<file path="config.mk">
export PLATFORM = sky130hd
export DESIGN_NAME = decache_ctrl
export DESIGN_NICKNAME = d
export VERILOG_FILES = /design/src/common/decache_pkg.sv /design/src/decache/decache_ctrl.sv
export VERILOG_INCLUDE_DIRS = /design/src /design/src/common
export SDC_FILE = /design/constraint.sdc
export NUM_CORES = 1
export LEC_CHECK = 0
export ABC_CLOCK_PERIOD_IN_PS = 17700
export BUFFER_PORTS_ARGS = -buffer_cell sky130_fd_sc_hd__buf_2
export CAP_MARGIN = 25
export CORE_AREA = 2 2 489 491
export CTS_CLUSTER_SIZE = 14
export DETAILED_ROUTE_END_ITERATION = 10
export DIE_AREA = 0 0 491 493
export PLACE_DENSITY_LB_ADDON = 0.15
export SYNTH_ARGS = -nofsm -noshare
export SYNTH_HDL_FRONTEND = slang
export SYNTH_SLANG_ARGS = --single-unit
</file>
<file path="constraint.sdc">
create_clock -name clock -period 17.7 [get_ports clock]
set_input_delay 3.54 -clock clock [delete_from_list [all_inputs] [get_ports clock]]
set_output_delay 3.54 -clock clock [all_outputs]
set_load 0.02 [all_outputs]
</file>
<file path="src/common/decache_defines.svh">
`ifndef DECACHE_DEFINES_SVH
`define DECACHE_DEFINES_SVH

// Bus widths
`define DECACHE_ADDR_WIDTH  64  // Byte address
`define DECACHE_WORD_WIDTH  32  // Load word
`define DECACHE_BEAT_WIDTH  64  // One AXI read beat

// Line geometry
`define DECACHE_LINE_BYTES  64
`define DECACHE_BEATS       8   // Beats per line refill

// Cache organization
`define DECACHE_SETS        4
`define DECACHE_WAYS        4

// Address split, tag | index | offset
`define DECACHE_OFFSET_BITS 6
`define DECACHE_INDEX_BITS  2
`define DECACHE_TAG_BITS    56

`endif
</file>
<file path="src/common/decache_pkg.sv">
`include "decache_defines.svh"

package decache_pkg;

    typedef logic [`DECACHE_ADDR_WIDTH-1:0]                addr_t;      // Byte address
    typedef logic [`DECACHE_TAG_BITS-1:0]                  tag_t;       // Upper address field
    typedef logic [`DECACHE_INDEX_BITS-1:0]                set_index_t; // Set select
    typedef logic [$clog2(`DECACHE_WAYS)-1:0]              way_t;
    typedef logic [$clog2(`DECACHE_LINE_BYTES/4)-1:0]      word_sel_t;  // Word within line
    typedef logic [$clog2(`DECACHE_BEATS)-1:0]             beat_sel_t;  // Beat within burst
    typedef logic [`DECACHE_WORD_WIDTH-1:0]                word_t;
    typedef logic [`DECACHE_BEAT_WIDTH-1:0]                beat_t;
    typedef logic [`DECACHE_LINE_BYTES*8-1:0]              line_t;      // Whole cache line

    // Load controller states
    typedef enum logic [2:0] {
        state_idle,     // Waiting for req
        state_lookup,   // One cycle of tag compare
        state_refill,   // Line fetch in progress
        state_respond,  // Register word, raise ack
        state_release   // Hold ack until req drops
    } ctrl_state_t;

endpackage

</file>
<file path="src/decache/decache_ctrl.sv">
`include "decache_defines.svh"

module decache_ctrl (
    input  logic                     clock,
    input  logic                     reset,
    input  logic                     req,
    input  decache_pkg::addr_t       address,
    output logic                     ack,
    output decache_pkg::word_t       read_data,
    input  logic                     hit,
    input  decache_pkg::line_t       hit_line,
    output logic                     refill_start,
    output decache_pkg::addr_t       refill_addr,
    input  logic                     refill_done,
    input  decache_pkg::line_t       refill_line,
    output decache_pkg::set_index_t  lookup_index,
    output decache_pkg::tag_t        lookup_tag,
    output logic                     fill_en
);
    import decache_pkg::*;

    ctrl_state_t state;
    addr_t       req_addr;   // Address captured at req
    logic        miss_seen;  // Word comes from the refill buffer
    word_sel_t   word_sel;
    line_t       src_line;

    // Address split, held stable until the next request
    assign lookup_tag   = req_addr[`DECACHE_ADDR_WIDTH-1 -: `DECACHE_TAG_BITS];
    assign lookup_index = req_addr[`DECACHE_OFFSET_BITS +: `DECACHE_INDEX_BITS];
    assign word_sel     = req_addr[`DECACHE_OFFSET_BITS-1:2];  // Drop byte-in-word bits
    assign refill_addr  = {lookup_tag, lookup_index, {`DECACHE_OFFSET_BITS{1'b0}}};

    // Store writes the line on the same edge the FSM leaves refill
    assign fill_en  = (state == state_refill) && refill_done;
    assign src_line = miss_seen ? refill_line : hit_line;

    always_ff @(posedge clock) begin
        if (reset) begin
            state        <= state_idle;
            ack          <= 1'b0;
            refill_start <= 1'b0;
            miss_seen    <= 1'b0;
        end else begin
            refill_start <= 1'b0;  // Pulse only
            case (state)
                state_idle: begin
                    if (req) begin
                        state     <= state_lookup;
                        miss_seen <= 1'b0;
                    end
                end
                state_lookup: begin
                    if (hit) begin
                        state <= state_respond;
                    end else begin
                        state        <= state_refill;
                        refill_start <= 1'b1;
                        miss_seen    <= 1'b1;
                    end
                end
                state_refill: begin
                    if (refill_done) state <= state_respond;
                end
                state_respond: begin
                    ack   <= 1'b1;  // read_data registered alongside
                    state <= state_release;
                end
                state_release: begin
                    // Four-phase, ack follows req down
                    if (!req) begin
                        ack   <= 1'b0;
                        state <= state_idle;
                    end
                end
                default: state <= state_idle;
            endcase
        end
    end

    // Payload, address capture and word select
    always_ff @(posedge clock) begin
        if (state == state_idle && req) req_addr <= address;
        if (state == state_respond) begin
            read_data <= src_line[word_sel*`DECACHE_WORD_WIDTH +: `DECACHE_WORD_WIDTH];
        end
    end

endmodule

</file>
=== After elaboration in Yosys (flattened, before gate mapping) ===
Cells that the tools add are included.

* Output and inout port bits: 157
* Logic and storage cells: 37
* Bits in registers: 102

* Muxes and demuxes: 12
* Shifts and indexed selects: 1
* Reduce and logical (&&, ||, !) cells: 9
* Equal/unequal tests: 8
* Bitwise operators: 1

{| class="wikitable"
|+ Operators with widths
! operator !! number
|-
| $mux W512 || 1
|-
| $shiftx A512 B10 Y32 || 1
|-
| $pmux W3 S5 || 1
|-
| $mux W3 || 3
|-
| $ne A2 B2 Y1 const B || 4
|-
| $eq A3 B2 Y1 const B || 2
|-
| $reduce_and A3 Y1 || 2
|-
| $mux W1 || 5
|-
| $pmux W1 S2 || 2
|-
| $reduce_bool A2 Y1 || 2
|-
| $eq A3 B1 Y1 const B || 1
|-
| $eq A3 B3 Y1 const B || 1
|-
| $logic_not A3 Y1 || 1
|-
| $logic_and A1 B1 Y1 || 2
|-
| $reduce_and A2 Y1 || 1
|-
| $reduce_or A2 Y1 || 1
|-
| $not A1 Y1 || 1
|}

=== Longest topological paths before layout ===
* Depth after elaboration: 3
* Gate-level depth with buffers: 8

=== Worst setup path before layout ===
No wires, ideal clock.

* Path kind: in2reg
* From: input req
* To: register req_addr[10], enable pin
* Arrival time: 7.862 ns
* Data required time: 17.139 ns
* Cell stages on the path: 2
* Setup slack: 9.278 ns
* Setup time: 0.561 ns
* Cell sequence: nand2_1 > nor3_1

* Longest elaborated chain between the ends: 1

{| class="wikitable"
|+ RTL lines
! what !! line !! source
|-
| from (decl) || decache_ctrl.sv:6 || <nowiki>input logic req,</nowiki>
|-
| $logic_and A1 B1 Y1 || decache_ctrl.sv:83 || <nowiki>if (state == state_idle && req) req_addr <= address;</nowiki>
|-
| to (signal assigned) || decache_ctrl.sv:83 ||
|-
| to (decl) || decache_ctrl.sv:23 || <nowiki>addr_t req_addr;</nowiki>
|}

Every way passes these cells.
A chain may end at the register's enable or synchronous reset.

=== Worst setup path in the final report ===
* From: input refill_done
* To: output fill_en

* Longest elaborated chain between the ends: 1

{| class="wikitable"
|+ RTL lines
! what !! line !! source
|-
| from (decl) || decache_ctrl.sv:14 || <nowiki>input logic refill_done,</nowiki>
|-
| $logic_and A1 B1 Y1 || decache_ctrl.sv:35 || <nowiki>assign fill_en = (state == state_refill) && refill_done;</nowiki>
|-
| to (decl) || decache_ctrl.sv:18 || <nowiki>output logic fill_en</nowiki>
|}

Every way passes these cells.

==> results.md <==
* Outcome: completed
* CP Data Arrival Time at 4.08 ns
* RSZ-0062 raised after global routing: false
* ANT nets after route at 0
* Initial antenna violation count at approximately 120
* GRT overflow at 0
* PwrDens at 59.0 nW/um2
* FF-to-FF Start: req_addr[2]
* Fillcell total at 28038
* Psw at 0.630 mW
* Synthesized area at roughly 13000 um2
* Clk pin slew, worst setup/hold paths at 0.09 ns
* Finished Cell Area at 22200 um2
* #FFs+latches synth at 100
* Die area at ~240000 um2
* Sequential share of power at 0.239
* Dpl hpwl at 133000 um
* Setup crit start kind: input pin
* RD Place Congestion at 0.863
* Clock root buffer: clkbuf_16
* DR pass1 iterations at 6
* Synth unique cells at 27
* Crit Path Category: input pin to primary output
* Hold_sp: ack
* Min-Delay Endpoint: ack
* Initial Util at 0.0546
* Max Clk Rate at 131 MHz
* Post-synth top area share at 0.396
* IO Pins at 1250
* Min Tclk post-route at 7.62 ns
* Reg2reg setup slack at 11.79 ns
* Tot Pwr at 1.31 mW
* Multi-input logic area at 8330 um2
* Final Max Slew Viols at 0
* Leak pwr at 10.3 nW
* Drt first-iter violations at 718
* Ranking of synthesized cells by area: mux2i_1 (40%), edfxtp_1 (22%), buf_4 (8.4%)
* Core Area at 237000 um2
* Hold path depth at 2
* Clock Power Share at 0.190
* Layout overhead on the synthesized area at 71.6%
* Vias/cell at between 2 and 3
* Switching Share at 0.481
* Largest net degree at the start of global routing at 100
* Syn. warnings at 0
* Rel. slew slack at 0.245
* Int Pwr at 0.680 mW
* Final setup TNS at 0 ns
* Synthesized area per cell at 9.21 um2
* R2R Path End: read_data[11]
* Post-Syn Instances at 1405
* CTS hold repair buffers at 0
* Placed Instance Area at about 22000 um2
* Worst-margin pin slew at 1.10 ns
* Setup violators final at 0
* R2r worst-path depth at 8
* Vias at 16112
* Area leader, netlist: mux2i_1
* Die height at 493 um
* Hold Fails Final Rpt at 0
* CTS Buf Count at 9
* DR DRC count at 0
* Vias in the first global route at 16769
* Maxcap violations at 0
* Register Area at 2940 um2
* Worst-Skew Late Latency at ~0.46 ns
* Share of post-route cells with drive strength above 1 at 0.534
* # port buffers at between 1000 and 1500
* TritonCTS clock tree: done
* Final wirelength at 150000 um
* GR Util All Layers at 0.119
* Hold Path Class: flop to flop
* Peak VDD IR at between 0.00004 and 0.00005 V
* H-Tree Depth at 3
* Combinational share of power at 0.571
* First-pass GRT wire length at 184000 um
* CP Capture Type: primary output
* Seq/Total Area, Yosys at 0.228
* Clock sink count at 100
* Layout net count at approximately 3600
* CP required at around 14 ns
* Fin crit share at 0.430
* CP Max Fanout at 2
* # rows at 179
* Clock skew at 0.0316 ns
* Die width at 491 um
* Post-CTS Setup Inserts at 0
* Avg WL per Cell at 26.6 um
* Clock buffer depth at 2
* Resized Gates After CTS at 0
## worst max path at each step
| stage | startpoint | endpoint | depth (start not counted) |
|---|---|---|---|
| floorplan | req | req_addr[10] | 2 |
| global placement | refill_done | fill_en | 4 |
| detailed placement | refill_done | fill_en | 4 |
| CTS | refill_done | fill_en | 4 |
| global route | refill_done | fill_en | 4 |
| finish | refill_done | fill_en | 4 |
## logic make-up after synthesis
group,Yosys count,synth area share
mux,512,0.396
compound gates,294,0.155
buf+inv,251,0.135
simple gates,246,0.0861
flops,100,0.228
xor+xnor,1,0.000677
other cells,1,0.000290
## stage by stage
stage / setup WS, ns / std cells / hold WS, ns / utilization
3_5_place_dp: 10.06 / 5615 / 0.492 / 0.0921
2_1_floorplan: 9.28 / 1410 / 0.492 / -
6_report: 10.08 / 5656 / 0.495 / 0.0937
4_1_cts: 10.06 / 5631 / 0.506 / 0.0934
3_3_place_gp: 10.08 / 5612 / 0.492 / 0.0920
5_1_grt: 10.03 / 5645 / 0.533 / 0.0936
## Yosys cell counts (all sizes together)
master / instances
a211oi: 1
a21oi: 98
a22o: 64
a22oi: 96
a31oi: 34
and2: 1
buf: 214
clkbuf: 36
conb: 1
dfxtp: 6
edfxtp: 94
inv: 1
mux2i: 512
nand2: 99
nand2b: 3
nand3: 96
nor2: 4
nor2b: 3
nor3: 38
nor4: 1
o31ai: 1
or2: 1
xnor2: 1
## cell type report
type / instances / area share
timing repair buffer: 1290 / 0.297
multi-input combinational: 1059 / 0.375
clock inverter: 7 / 0.00372
inverter: 1 / 0.000169
tap: 3167 / 0.179
clock buffer: 9 / 0.0101
antenna: 23 / 0.00259
sequential: 100 / 0.133
## sequential cells by signal, indices dropped and copies added (netlist names)
name          cells
req_addr         62
read_data        32
state             3
ack               1
miss_seen         1
refill_start      1
## power by group through the flow
| stage | combinational, mW | sequential [mW] | clock [mW] |
|---|---|---|---|
| 2_1_floorplan | 0.403 | 0.313 | 0 |
| 3_3_place_gp | 0.782 | 0.320 | 0 |
| 3_5_place_dp | 0.784 | 0.319 | 0 |
| 4_1_cts | 0.785 | 0.314 | 0.275 |
| 5_1_grt | 0.814 | 0.315 | 0.273 |
| 6_report | 0.749 | 0.313 | 0.249 |
## layer usage
layer	vias up	global-route usage	wire length, um
met2	1040	0.212	74900
met3	190	0.0274	9530
met4	34	0.0297	3470
met5	-	0	230
li1	7373	-	-
met1	7475	0.142	62300
## placed cells by master (no fill, tap or decap), types with 2 or more instances in the layout
master	Yosys	routed
mux2i_1	512	512
buf_4	144	47
dfxtp_1	6	6
inv_8	0	2
buf_2	48	1241
conb_1	1	6
clkbuf_16	0	9
a22oi_1	96	96
diode_2	0	23
nor3_2	0	2
nor3_1	38	36
a31oi_1	34	34
a21oi_1	98	98
a22o_1	64	64
nand3_1	96	96
nor2_4	0	2
edfxtp_1	94	94
nand2_1	99	98
nor2b_4	0	2
nor2_1	4	2
## critical path: stages
cell	delay [ns]
buf_2	0.08
nand2_1	0.06
nor3_1	0.16
buf_2	0.24
Note: power is estimated with default switching activity, not from simulation.
