### config.mk
export PLATFORM = sky130hd
export DESIGN_NAME = line_refill
export DESIGN_NICKNAME = d
export VERILOG_FILES = /design/src/common/decache_pkg.sv /design/src/logic/line_refill.sv
export VERILOG_INCLUDE_DIRS = /design/src /design/src/common
export SDC_FILE = /design/constraint.sdc
export NUM_CORES = 1
export LEC_CHECK = 0
export ABC_CLOCK_PERIOD_IN_PS = 8700
export BUFFER_PORTS_ARGS = -buffer_cell sky130_fd_sc_hd__buf_2
export CAP_MARGIN = 20
export CORE_AREA = 4 4 277 279
export DETAILED_ROUTE_END_ITERATION = 10
export DIE_AREA = 0 0 281 283
export PLACE_DENSITY_LB_ADDON = 0.1
export SLEW_MARGIN = 15
export SYNTH_ARGS = -nofsm -noshare
export SYNTH_HDL_FRONTEND = slang
export SYNTH_SLANG_ARGS = --single-unit
### constraint.sdc
create_clock -name clock -period 8.7 [get_ports clock]
set_clock_uncertainty 0.15 [all_clocks]
set_input_delay 1.74 -clock clock [delete_from_list [all_inputs] [get_ports clock]]
set_output_delay 1.74 -clock clock [all_outputs]
set_load 0.02 [all_outputs]
### src/common/decache_defines.svh
`ifndef DECACHE_DEFINES_SVH
`define DECACHE_DEFINES_SVH

// Bus widths
`define DECACHE_ADDR_WIDTH  64  // Byte address
`define DECACHE_WORD_WIDTH  32  // Load word
`define DECACHE_BEAT_WIDTH  64  // One AXI read beat

// Line geometry
`define DECACHE_LINE_BYTES  64
`define DECACHE_BEATS       8   // Beats per line refill

// Cache organization
`define DECACHE_SETS        4
`define DECACHE_WAYS        4

// Address split, tag | index | offset
`define DECACHE_OFFSET_BITS 6
`define DECACHE_INDEX_BITS  2
`define DECACHE_TAG_BITS    56

`endif
### src/common/decache_pkg.sv
`include "decache_defines.svh"

package decache_pkg;

    typedef logic [`DECACHE_ADDR_WIDTH-1:0]                addr_t;      // Byte address
    typedef logic [`DECACHE_TAG_BITS-1:0]                  tag_t;       // Upper address field
    typedef logic [`DECACHE_INDEX_BITS-1:0]                set_index_t; // Set select
    typedef logic [$clog2(`DECACHE_WAYS)-1:0]              way_t;
    typedef logic [$clog2(`DECACHE_LINE_BYTES/4)-1:0]      word_sel_t;  // Word within line
    typedef logic [$clog2(`DECACHE_BEATS)-1:0]             beat_sel_t;  // Beat within burst
    typedef logic [`DECACHE_WORD_WIDTH-1:0]                word_t;
    typedef logic [`DECACHE_BEAT_WIDTH-1:0]                beat_t;
    typedef logic [`DECACHE_LINE_BYTES*8-1:0]              line_t;      // Whole cache line

    // Load controller states
    typedef enum logic [2:0] {
        state_idle,     // Waiting for req
        state_lookup,   // One cycle of tag compare
        state_refill,   // Line fetch in progress
        state_respond,  // Register word, raise ack
        state_release   // Hold ack until req drops
    } ctrl_state_t;

endpackage

### src/logic/line_refill.sv
`include "decache_defines.svh"

module line_refill (
    input  logic                clock,
    input  logic                reset,
    // Controller side
    input  logic                refill_start,
    input  decache_pkg::addr_t  refill_addr,
    output logic                refill_done,
    output decache_pkg::line_t  refill_line,
    // AXI read channels
    output logic                arvalid,
    output decache_pkg::addr_t  araddr,
    input  logic                arready,
    input  logic                rvalid,
    input  decache_pkg::beat_t  rdata,
    input  logic                rlast,
    output logic                rready
);
    import decache_pkg::*;

    beat_sel_t beat_cnt;  // Next beat slot in the line buffer
    logic      ar_fire;
    logic      r_fire;

    assign ar_fire = arvalid && arready;
    assign r_fire  = rvalid && rready;

    // Burst control
    always_ff @(posedge clock) begin
        if (reset) begin
            arvalid     <= 1'b0;
            rready      <= 1'b0;
            refill_done <= 1'b0;
            beat_cnt    <= '0;
        end else begin
            refill_done <= 1'b0;
            if (refill_start) begin
                arvalid  <= 1'b1;  // Held until arready
                beat_cnt <= '0;
            end
            if (ar_fire) begin
                arvalid <= 1'b0;
                rready  <= 1'b1;   // Open for whole burst
            end
            if (r_fire) begin
                beat_cnt <= beat_cnt + 1'b1;
                if (rlast) begin
                    rready      <= 1'b0;
                    refill_done <= 1'b1;
                end
            end
        end
    end

    // Address and line buffer, payload only
    always_ff @(posedge clock) begin
        if (refill_start) araddr <= refill_addr;  // Already line aligned
        if (r_fire) begin
            // Beats arrive in address order, low word at low address
            refill_line[beat_cnt*`DECACHE_BEAT_WIDTH +: `DECACHE_BEAT_WIDTH] <= rdata;
        end
    end

endmodule

### Word-level counts from Yosys, hierarchy flattened

Index checks and enable logic that the tools add are counted.

| storage, ports and cells | value |
|---|---|
| bits in registers | 582 |
| memories | 0 |
| input port bits | 134 |
| RAM bits | 0 |
| bits in latches | 0 |
| output and inout port bits | 579 |
| word-level logic and storage cells | 23 |
| ROM bits | 0 |

| cells by class | value |
|---|---|
| div/mod/pow operators | 0 |
| bitwise logic cells | 1 |
| reduce and logical (&&, ||, !) cells | 5 |
| equal/unequal tests | 0 |
| add/subtract/negate cells | 2 |
| multiplexer cells | 7 |
| shift-type cells | 2 |
| multiply operators | 0 |
| $lt $le $gt $ge | 0 |

Operators by type and width:

| operator | number |
|---|---|
| $bwmux W512 | 1 |
| $shift A64 B34 Y512 const A | 1 |
| $shiftx A64 B34 Y512 | 1 |
| $neg A9 Y34 | 1 |
| $mux W3 | 2 |
| $mux W1 | 4 |
| $reduce_or A2 Y1 | 2 |
| $add A3 B1 Y3 const B | 1 |
| $logic_and A1 B1 Y1 | 2 |
| $reduce_bool A2 Y1 | 1 |
| $not A1 Y1 | 1 |

### Logic depth before layout (Yosys ltp)

Gate-level depths: netlist of run 1.

| depth | value |
|---|---|
| word-level depth | 4 |
| depth in mapped cells | 9 |
| depth with buffers taken out | 6 |

### Worst setup path before layout of run 1

Ideal clock, no wire load.

| timing | value |
|---|---|
| path type | register to register |
| start | register, netlist name beat_cnt[0] |
| end | register refill_line[0] (enable) |
| arrival | 7.966 ns |
| period minus slack after synthesis | 8.760 ns |
| setup slack | -0.060 ns |
| buffers on the path | 2 |
| setup time | 0.644 ns |
| data required time | 7.906 ns |
| cell stages (with the launch flop) | 8 |
| cells stage by stage | dfxtp_1 clkbuf_1 inv_1 ha_1 ha_1 or2_2 clkbuf_1 nor4_1 |

RTL lines:

| element | line | source |
|---|---|---|
| end signal: indexed assignment | line_refill.sv:61 | `` refill_line[beat_cnt*`DECACHE_BEAT_WIDTH +: `DECACHE_BEAT_WIDTH] <= rdata; `` |
| end: declaration | line_refill.sv:10 | `output decache_pkg::line_t refill_line,` |

### Worst setup path after layout of run 1

| timing | value |
|---|---|
| start | input rvalid |
| end | register refill_line[429] (enable) |

| on the way | value |
|---|---|
| cells in the longest elaborated chain, start to end | 1 |

RTL lines:

| element | line | source |
|---|---|---|
| start: declaration | line_refill.sv:15 | `input logic rvalid,` |
| $logic_and A1 B1 Y1 | line_refill.sv:27 | `assign r_fire = rvalid && rready;` |

Every way passes these cells.
A chain may end at the register's enable or synchronous reset.

==> results.sh, run 1 <==
export IMPL_fp_dieArea_um2=79520
export IMPL_final_core_util=0.3724
export IMPL_worst_slew_pin_slew_ps=1044
export IMPL_cts_setup_buffers=0
export IMPL_die_w_um=281
export IMPL_max_freq_ghz=0.2559
export IMPL_p_switching_mw=1.288
export IMPL_status="finished, final reports clean"
export IMPL_dr_pass1_iters=5
export IMPL_critPathMaxFanout=46
export IMPL_io_buffers=712
export IMPL_fin_total_pwr_mw=6.003
export IMPL_ys_seq_area_frac=0.8379
export IMPL_worstPathRequired_ps=8760
export IMPL_synth_top_cell_area_share=0.8322
export IMPL_yosysWarnings=0
export IMPL_post_route_min_period_ps=3908
export IMPL_clock_path_buffers=3
export IMPL_synth_fp_nets=1404
export IMPL_wirelength_um=79650
export IMPL_synthFlopType="edfxtp_1"
export IMPL_grt_usage=0.1948
export IMPL_hold_viol=0
export IMPL_synth_commonest_cells="edfxtp_1, nor2_1, and2_1, nand2_1, clkbuf_1"
export IMPL_initial_utilization=0.2801
export IMPL_drc=0
export IMPL_drt_initial_drc_count=853
export IMPL_path_cells="buf_2, nand2_1, or4_1, nor2_4, buf_4"
export IMPL_fin_setup_tns_ps=0
export IMPL_ctsResizeCount=0
export IMPL_ys_ff_latch=582
export IMPL_syn_cell_area_um2=20780
export IMPL_overflow=0
export IMPL_slew_viol_final=0
export IMPL_vdd_drop_max_uv=124.4
export IMPL_coreArea_um2=74200
export IMPL_fin_ws_ps=4792
export IMPL_nets=2146
export IMPL_synthToLayoutAreaGrowth_pct=32.92
export IMPL_hpwl_um=57570
export IMPL_pre_cts_ws_ps=4123
export IMPL_leakage_nw=10.17
export IMPL_numCtsBuffers=69
export IMPL_clkSinkCount=582
export IMPL_ant_nets=0
export IMPL_grt_setup_unrepaired="no"
export IMPL_grt_start_max_net_pins=69
export IMPL_path_class="in -> reg"
export IMPL_grt_pass1_vias=13590
export IMPL_vias=13180
export IMPL_internal_power_mw=4.715
export IMPL_detail_route_wl_per_cell_um=26.34
export IMPL_antenna_found_initial=16
export IMPL_finalCritPeriodShare=0.4492
export IMPL_switching_share=0.2145
export IMPL_cts_tree="done"
export IMPL_synth_area_leaders="edfxtp_1, and2_1, nor2_1, nand2_1, clkbuf_1"
export IMPL_htree_levels=3
export IMPL_postCtsHoldBufs=0
export IMPL_cp_end_kind="flop"
export IMPL_async_reset_ff_frac=0
export IMPL_critical_path_top_delay_family="simple AND/OR/NAND/NOR gates"
export IMPL_p_clk_frac=0.447
export IMPL_via_per_inst=4.357
export IMPL_synth_edf_count=576
export IMPL_syn_inst=1266
export IMPL_layout_drive_gt1_share=0.4052
export IMPL_synth_cell_type_count=27
export IMPL_combPwrFrac=0.036
export IMPL_worstSkewPairLatency_ps=590
export IMPL_p_per_area_nw_per_um2=217.3
export IMPL_hp_class="reg -> reg"
export IMPL_max_stage_delay_ps=660
export IMPL_crit_slowest_cell="buf_4"
export IMPL_critPathBufInv=2
export IMPL_syn_avg_cell_area_um2=16.42
export IMPL_fillCellCount=7244
export IMPL_cap_viol_max_count=0
export IMPL_die_y_um=283
export IMPL_place_gp_congestion=0.8203
export IMPL_arrival_ps=3970
export IMPL_finalSetupViolCount=0
export IMPL_cts_root_buf="clkbuf_16"
export IMPL_synth_area_leader_cell="edfxtp_1"
export IMPL_seq_power_share=0.516
export IMPL_slew_headroom=0.3040
export IMPL_placement_rows=100
export IMPL_start_kind="primary input"
export IMPL_grt_first_pass_wirelength_um=109000
export IMPL_synth_most_common_cell="edfxtp_1"
export IMPL_io_pins=713
export IMPL_clk_pin_slew_worst_paths_ps=60
==> worst paths after layout <==
| path | from | end | slack, ps | cells past startpoint |
|---|---|---|---|---|
| setup / recovery | rvalid | refill_line[429] | 4790 | 5 |
| hold / removal | arvalid | arvalid | 370 | 1 |
| setup reg to reg | beat_cnt[1] | refill_line[429] | 5370 | 6 |
| hold reg to reg | arvalid | arvalid | 370 | 1 |
==> placed cells by master (no fill, tap or decap), types with 2 or more instances in the layout <==
cell type,synthesis,final
clkinv_2,0,6
ha_1,4,4
nor2_4,0,6
dfxtp_1,6,5
clkbuf_1,43,19
nand2b_2,0,2
nand3b_1,2,2
bufinv_16,0,3
nand2_1,66,66
and2_1,256,256
diode_2,0,4
clkbuf_16,0,70
inv_6,0,2
nor2_1,265,259
nand3_1,3,2
nand2b_1,5,3
or3_1,2,2
buf_2,13,711
buf_4,0,19
a21oi_1,3,3
edfxtp_1,576,576
nor4_4,0,5
clkinv_1,0,12
inv_1,4,4
==> cell type report <==
class,count,area (um2),area share
antenna,4,10.01,0.0003623
clock buffer,89,1823,0.06598
clock inverter,25,219.0,0.007925
inverter,4,15.01,0.0005435
multi-input combinational,621,3229,0.1169
sequential,582,17420,0.6305
tap,969,1212,0.04388
timing repair buffer,730,3701,0.1340
==> routing by layer <==
layer | vias up | track usage | wire [um]
met4 | 8 | 0.07006 | 2750
met3 | 141 | 0.06735 | 7103
li1 | 5922 | - | -
met5 | - | 0 | 47
met1 | 6545 | 0.2012 | 27220
met2 | 561 | 0.3623 | 42530
==> sequential cells by signal (all words and copies together), names as in the netlist <==
register and flops:
rready 1, araddr 64, refill_done 1, refill_line 512, arvalid 1, beat_cnt 3
==> power groups by stage <==
| stage | combinational (mW) | sequential [mW] | clock (mW) |
|---|---|---|---|
| floorplan | 0.0440 | 3.20 | 0 |
| global placement | 0.224 | 3.16 | 0 |
| detailed placement | 0.227 | 3.16 | 0 |
| CTS | 0.228 | 3.10 | 2.77 |
| global route | 0.236 | 3.10 | 2.89 |
| finish | 0.217 | 3.10 | 2.69 |
==> per-stage QoR <==
| step | area (um2) | hold slack (ps) | std cells |
|---|---|---|---|
| 2_1_floorplan | 20800 | 340.4 | 1266 |
| 3_3_place_gp | 25580 | 348.8 | 2906 |
| 3_5_place_dp | 25580 | 357.8 | 2906 |
| 4_1_cts | 27620 | 372.5 | 3020 |
| 5_1_grt | 27620 | 397.4 | 3020 |
| 6_report | 27630 | 373.5 | 3024 |
==> cell families after synthesis <==
kind of cell,after synthesis,synth area share
and+or+nand+nor,610,0.1452
DFF,582,0.8379
buffers and inverters,63,0.01216
AOI/OAI and AO/OA,7,0.002288
adders and majority gates,4,0.002408
Note: power is estimated with default switching activity, not from simulation.
==> run 2: changes to the inputs <==
- ABC_CLOCK_PERIOD_IN_PS: 8700 -> 3700
- clock period: 8.7 -> 3.7 ns (I/O delays scaled with it)
==> run 2 against run 1 <==
Critical path depth grew 1. Critical endpoint is now refill_line[348]. Global-route usage grew 0.75 points. Combinational power grew 150%. Wire length grew 3.3%. Total power grew 140%. Core utilization grew 0.51 points.
==> results.sh, run 2 (same netlist as run 1, synthesis figures left out) <==
export IMPL_place_area_um2=25880
export IMPL_internal_power_mw=11.12
export IMPL_top_usage_layer="met2"
export IMPL_postCtsHoldBufs=0
export IMPL_ant_nets=0
export IMPL_placement_rows=100
export IMPL_grt_first_pass_wirelength_um=112600
export IMPL_die_w_um=281
export IMPL_cts_root_buf="clkbuf_16"
export IMPL_pre_cts_ws_ps=718.7
export IMPL_via_per_inst=4.355
export IMPL_hpwl_um=60950
export IMPL_final_cell_mix="buf_2, edfxtp_1, nor2_1"
export IMPL_switching_share=0.2193
export IMPL_clk_pin_slew_worst_paths_ps=60
export IMPL_hold_path_end="araddr[28]"
export IMPL_cp_end_kind="flop"
export IMPL_arrival_ps=2920
export IMPL_wirelength_um=82280
export IMPL_slew_headroom=0.3223
export IMPL_place_gp_congestion=0.7758
export IMPL_start_kind="flop"
export IMPL_globalRouteMet1Util=0.2347
export IMPL_initial_utilization=0.2801
export IMPL_final_area_um2=28000
export IMPL_reg2reg_from="beat_cnt[1]"
export IMPL_detail_route_wl_per_cell_um=26.99
export IMPL_synthToLayoutAreaGrowth_pct=34.73
export IMPL_critPathMaxFanout=64
export IMPL_fin_total_pwr_mw=14.24
export IMPL_cts_tree="done"
export IMPL_htree_levels=3
export IMPL_drt_initial_drc_count=993
export IMPL_coreArea_um2=74200
export IMPL_rrSetupSlack_ps=940
export IMPL_min_delay_start="refill_addr[28]"
export IMPL_worstPathRequired_ps=3850
export IMPL_fin_ws_ps=938.6
export IMPL_vias=13280
export IMPL_status="finished, final reports clean"
export IMPL_finalSetupViolCount=0
export IMPL_largest_register_ffs=512
export IMPL_max_freq_ghz=0.3621
export IMPL_io_buffers=712
export IMPL_die_y_um=283
export IMPL_fp_dieArea_um2=79520
export IMPL_worst_slew_pin_slew_ps=1017
export IMPL_largest_register="refill_line"
export IMPL_p_per_area_nw_per_um2=508.7
export IMPL_antenna_found_initial=7
export IMPL_grt_usage=0.2023
export IMPL_vdd_drop_max_uv=271.4
export IMPL_dr_pass1_iters=5
export IMPL_reg2reg_depth=6
export IMPL_grt_pass1_vias=13690
export IMPL_use_met3=0.06291
export IMPL_grt_setup_unrepaired="no"
export IMPL_ctsResizeCount=0
export IMPL_finalCritPeriodShare=0.7463
export IMPL_met2_usage=0.3625
export IMPL_p_clk_frac=0.451
export IMPL_hp_class="in -> reg"
export IMPL_post_route_min_period_ps=2761
export IMPL_grt_start_max_net_pins=65
export IMPL_leakage_nw=10.36
export IMPL_p_switching_mw=3.124
export IMPL_drc=0
export IMPL_combPwrFrac=0.037
export IMPL_final_core_util=0.3774
export IMPL_clkSinkCount=582
export IMPL_clock_path_buffers=3
export IMPL_numCtsBuffers=69
export IMPL_path_class="reg -> reg"
export IMPL_nets=2168
export IMPL_top_regs="refill_line: 512 flops, araddr: 64 flops, beat_cnt: 3 flops"
export IMPL_cap_viol_max_count=0
export IMPL_seq_power_share=0.511
export IMPL_io_pins=713
export IMPL_layout_commonest_cell="buf_2"
export IMPL_slew_viol_final=0
export IMPL_layout_drive_gt1_share=0.4165
export IMPL_overflow=0
export IMPL_hold_viol=0
export IMPL_min_path_cells=1
export IMPL_worstSkewPairLatency_ps=580
export IMPL_rr_endpoint="refill_line[348]"
export IMPL_cts_setup_buffers=0
## run 2: layout make-up
type | count | area, um2
clock inverter | 32 | 301.5
antenna | 3 | 7.507
sequential | 582 | 17420
fill | 7222 | 46190
clock buffer | 86 | 1810
multi-input combinational | 621 | 3282
inverter | 4 | 17.52
timing repair buffer | 752 | 3951
tap | 969 | 1212
## run 2: stage by stage
stage               setup TNS, ps  cells  hold WS (ps)
finish                          0   3049         155.4
global placement                0   2928         321.7
global route                    0   3046         119.6
floorplan                  -48080   1266         340.4
CTS                             0   3046         106.6
detailed placement              0   2928         330.0
## run 2: power groups by stage
stage | logic (mW) | clock network [mW] | registers (mW)
2_1_floorplan | 0.111 | 0 | 7.52
3_3_place_gp | 0.549 | 0 | 7.42
3_5_place_dp | 0.553 | 0 | 7.42
4_1_cts | 0.553 | 6.62 | 7.28
5_1_grt | 0.574 | 6.88 | 7.28
6_report | 0.532 | 6.43 | 7.28
## run 2: critical path: stages, from the launching register on
cell and delay, ps:
dfxtp_1 390, inv_1 100, ha_4 170, ha_4 300
nand2b_1 330, nand2b_4 770, nor2_1 120
## run 2: worst max-delay path by stage
stage	start	endpoint	slack (ps)	cells past startpoint
after floorplan	beat_cnt[0]	refill_line[0]	-390	7
after global placement	rvalid	refill_line[198]	730	5
after detailed placement	rvalid	refill_line[231]	720	5
after CTS	beat_cnt[1]	refill_line[374]	970	6
after global routing	beat_cnt[1]	refill_line[382]	820	6
final	beat_cnt[1]	refill_line[348]	940	6
## run 2: metal layers
| layer | share of wire | vias up | wire length [um] |
|---|---|---|---|
| li1 | - | 5970 | - |
| met2 | 0.52 | 506 | 42650 |
| met4 | 0.021 | 2 | 1729 |
| met1 | 0.38 | 6713 | 30990 |
| met3 | 0.084 | 88 | 6900 |
| met5 | 0.00016 | - | 13 |
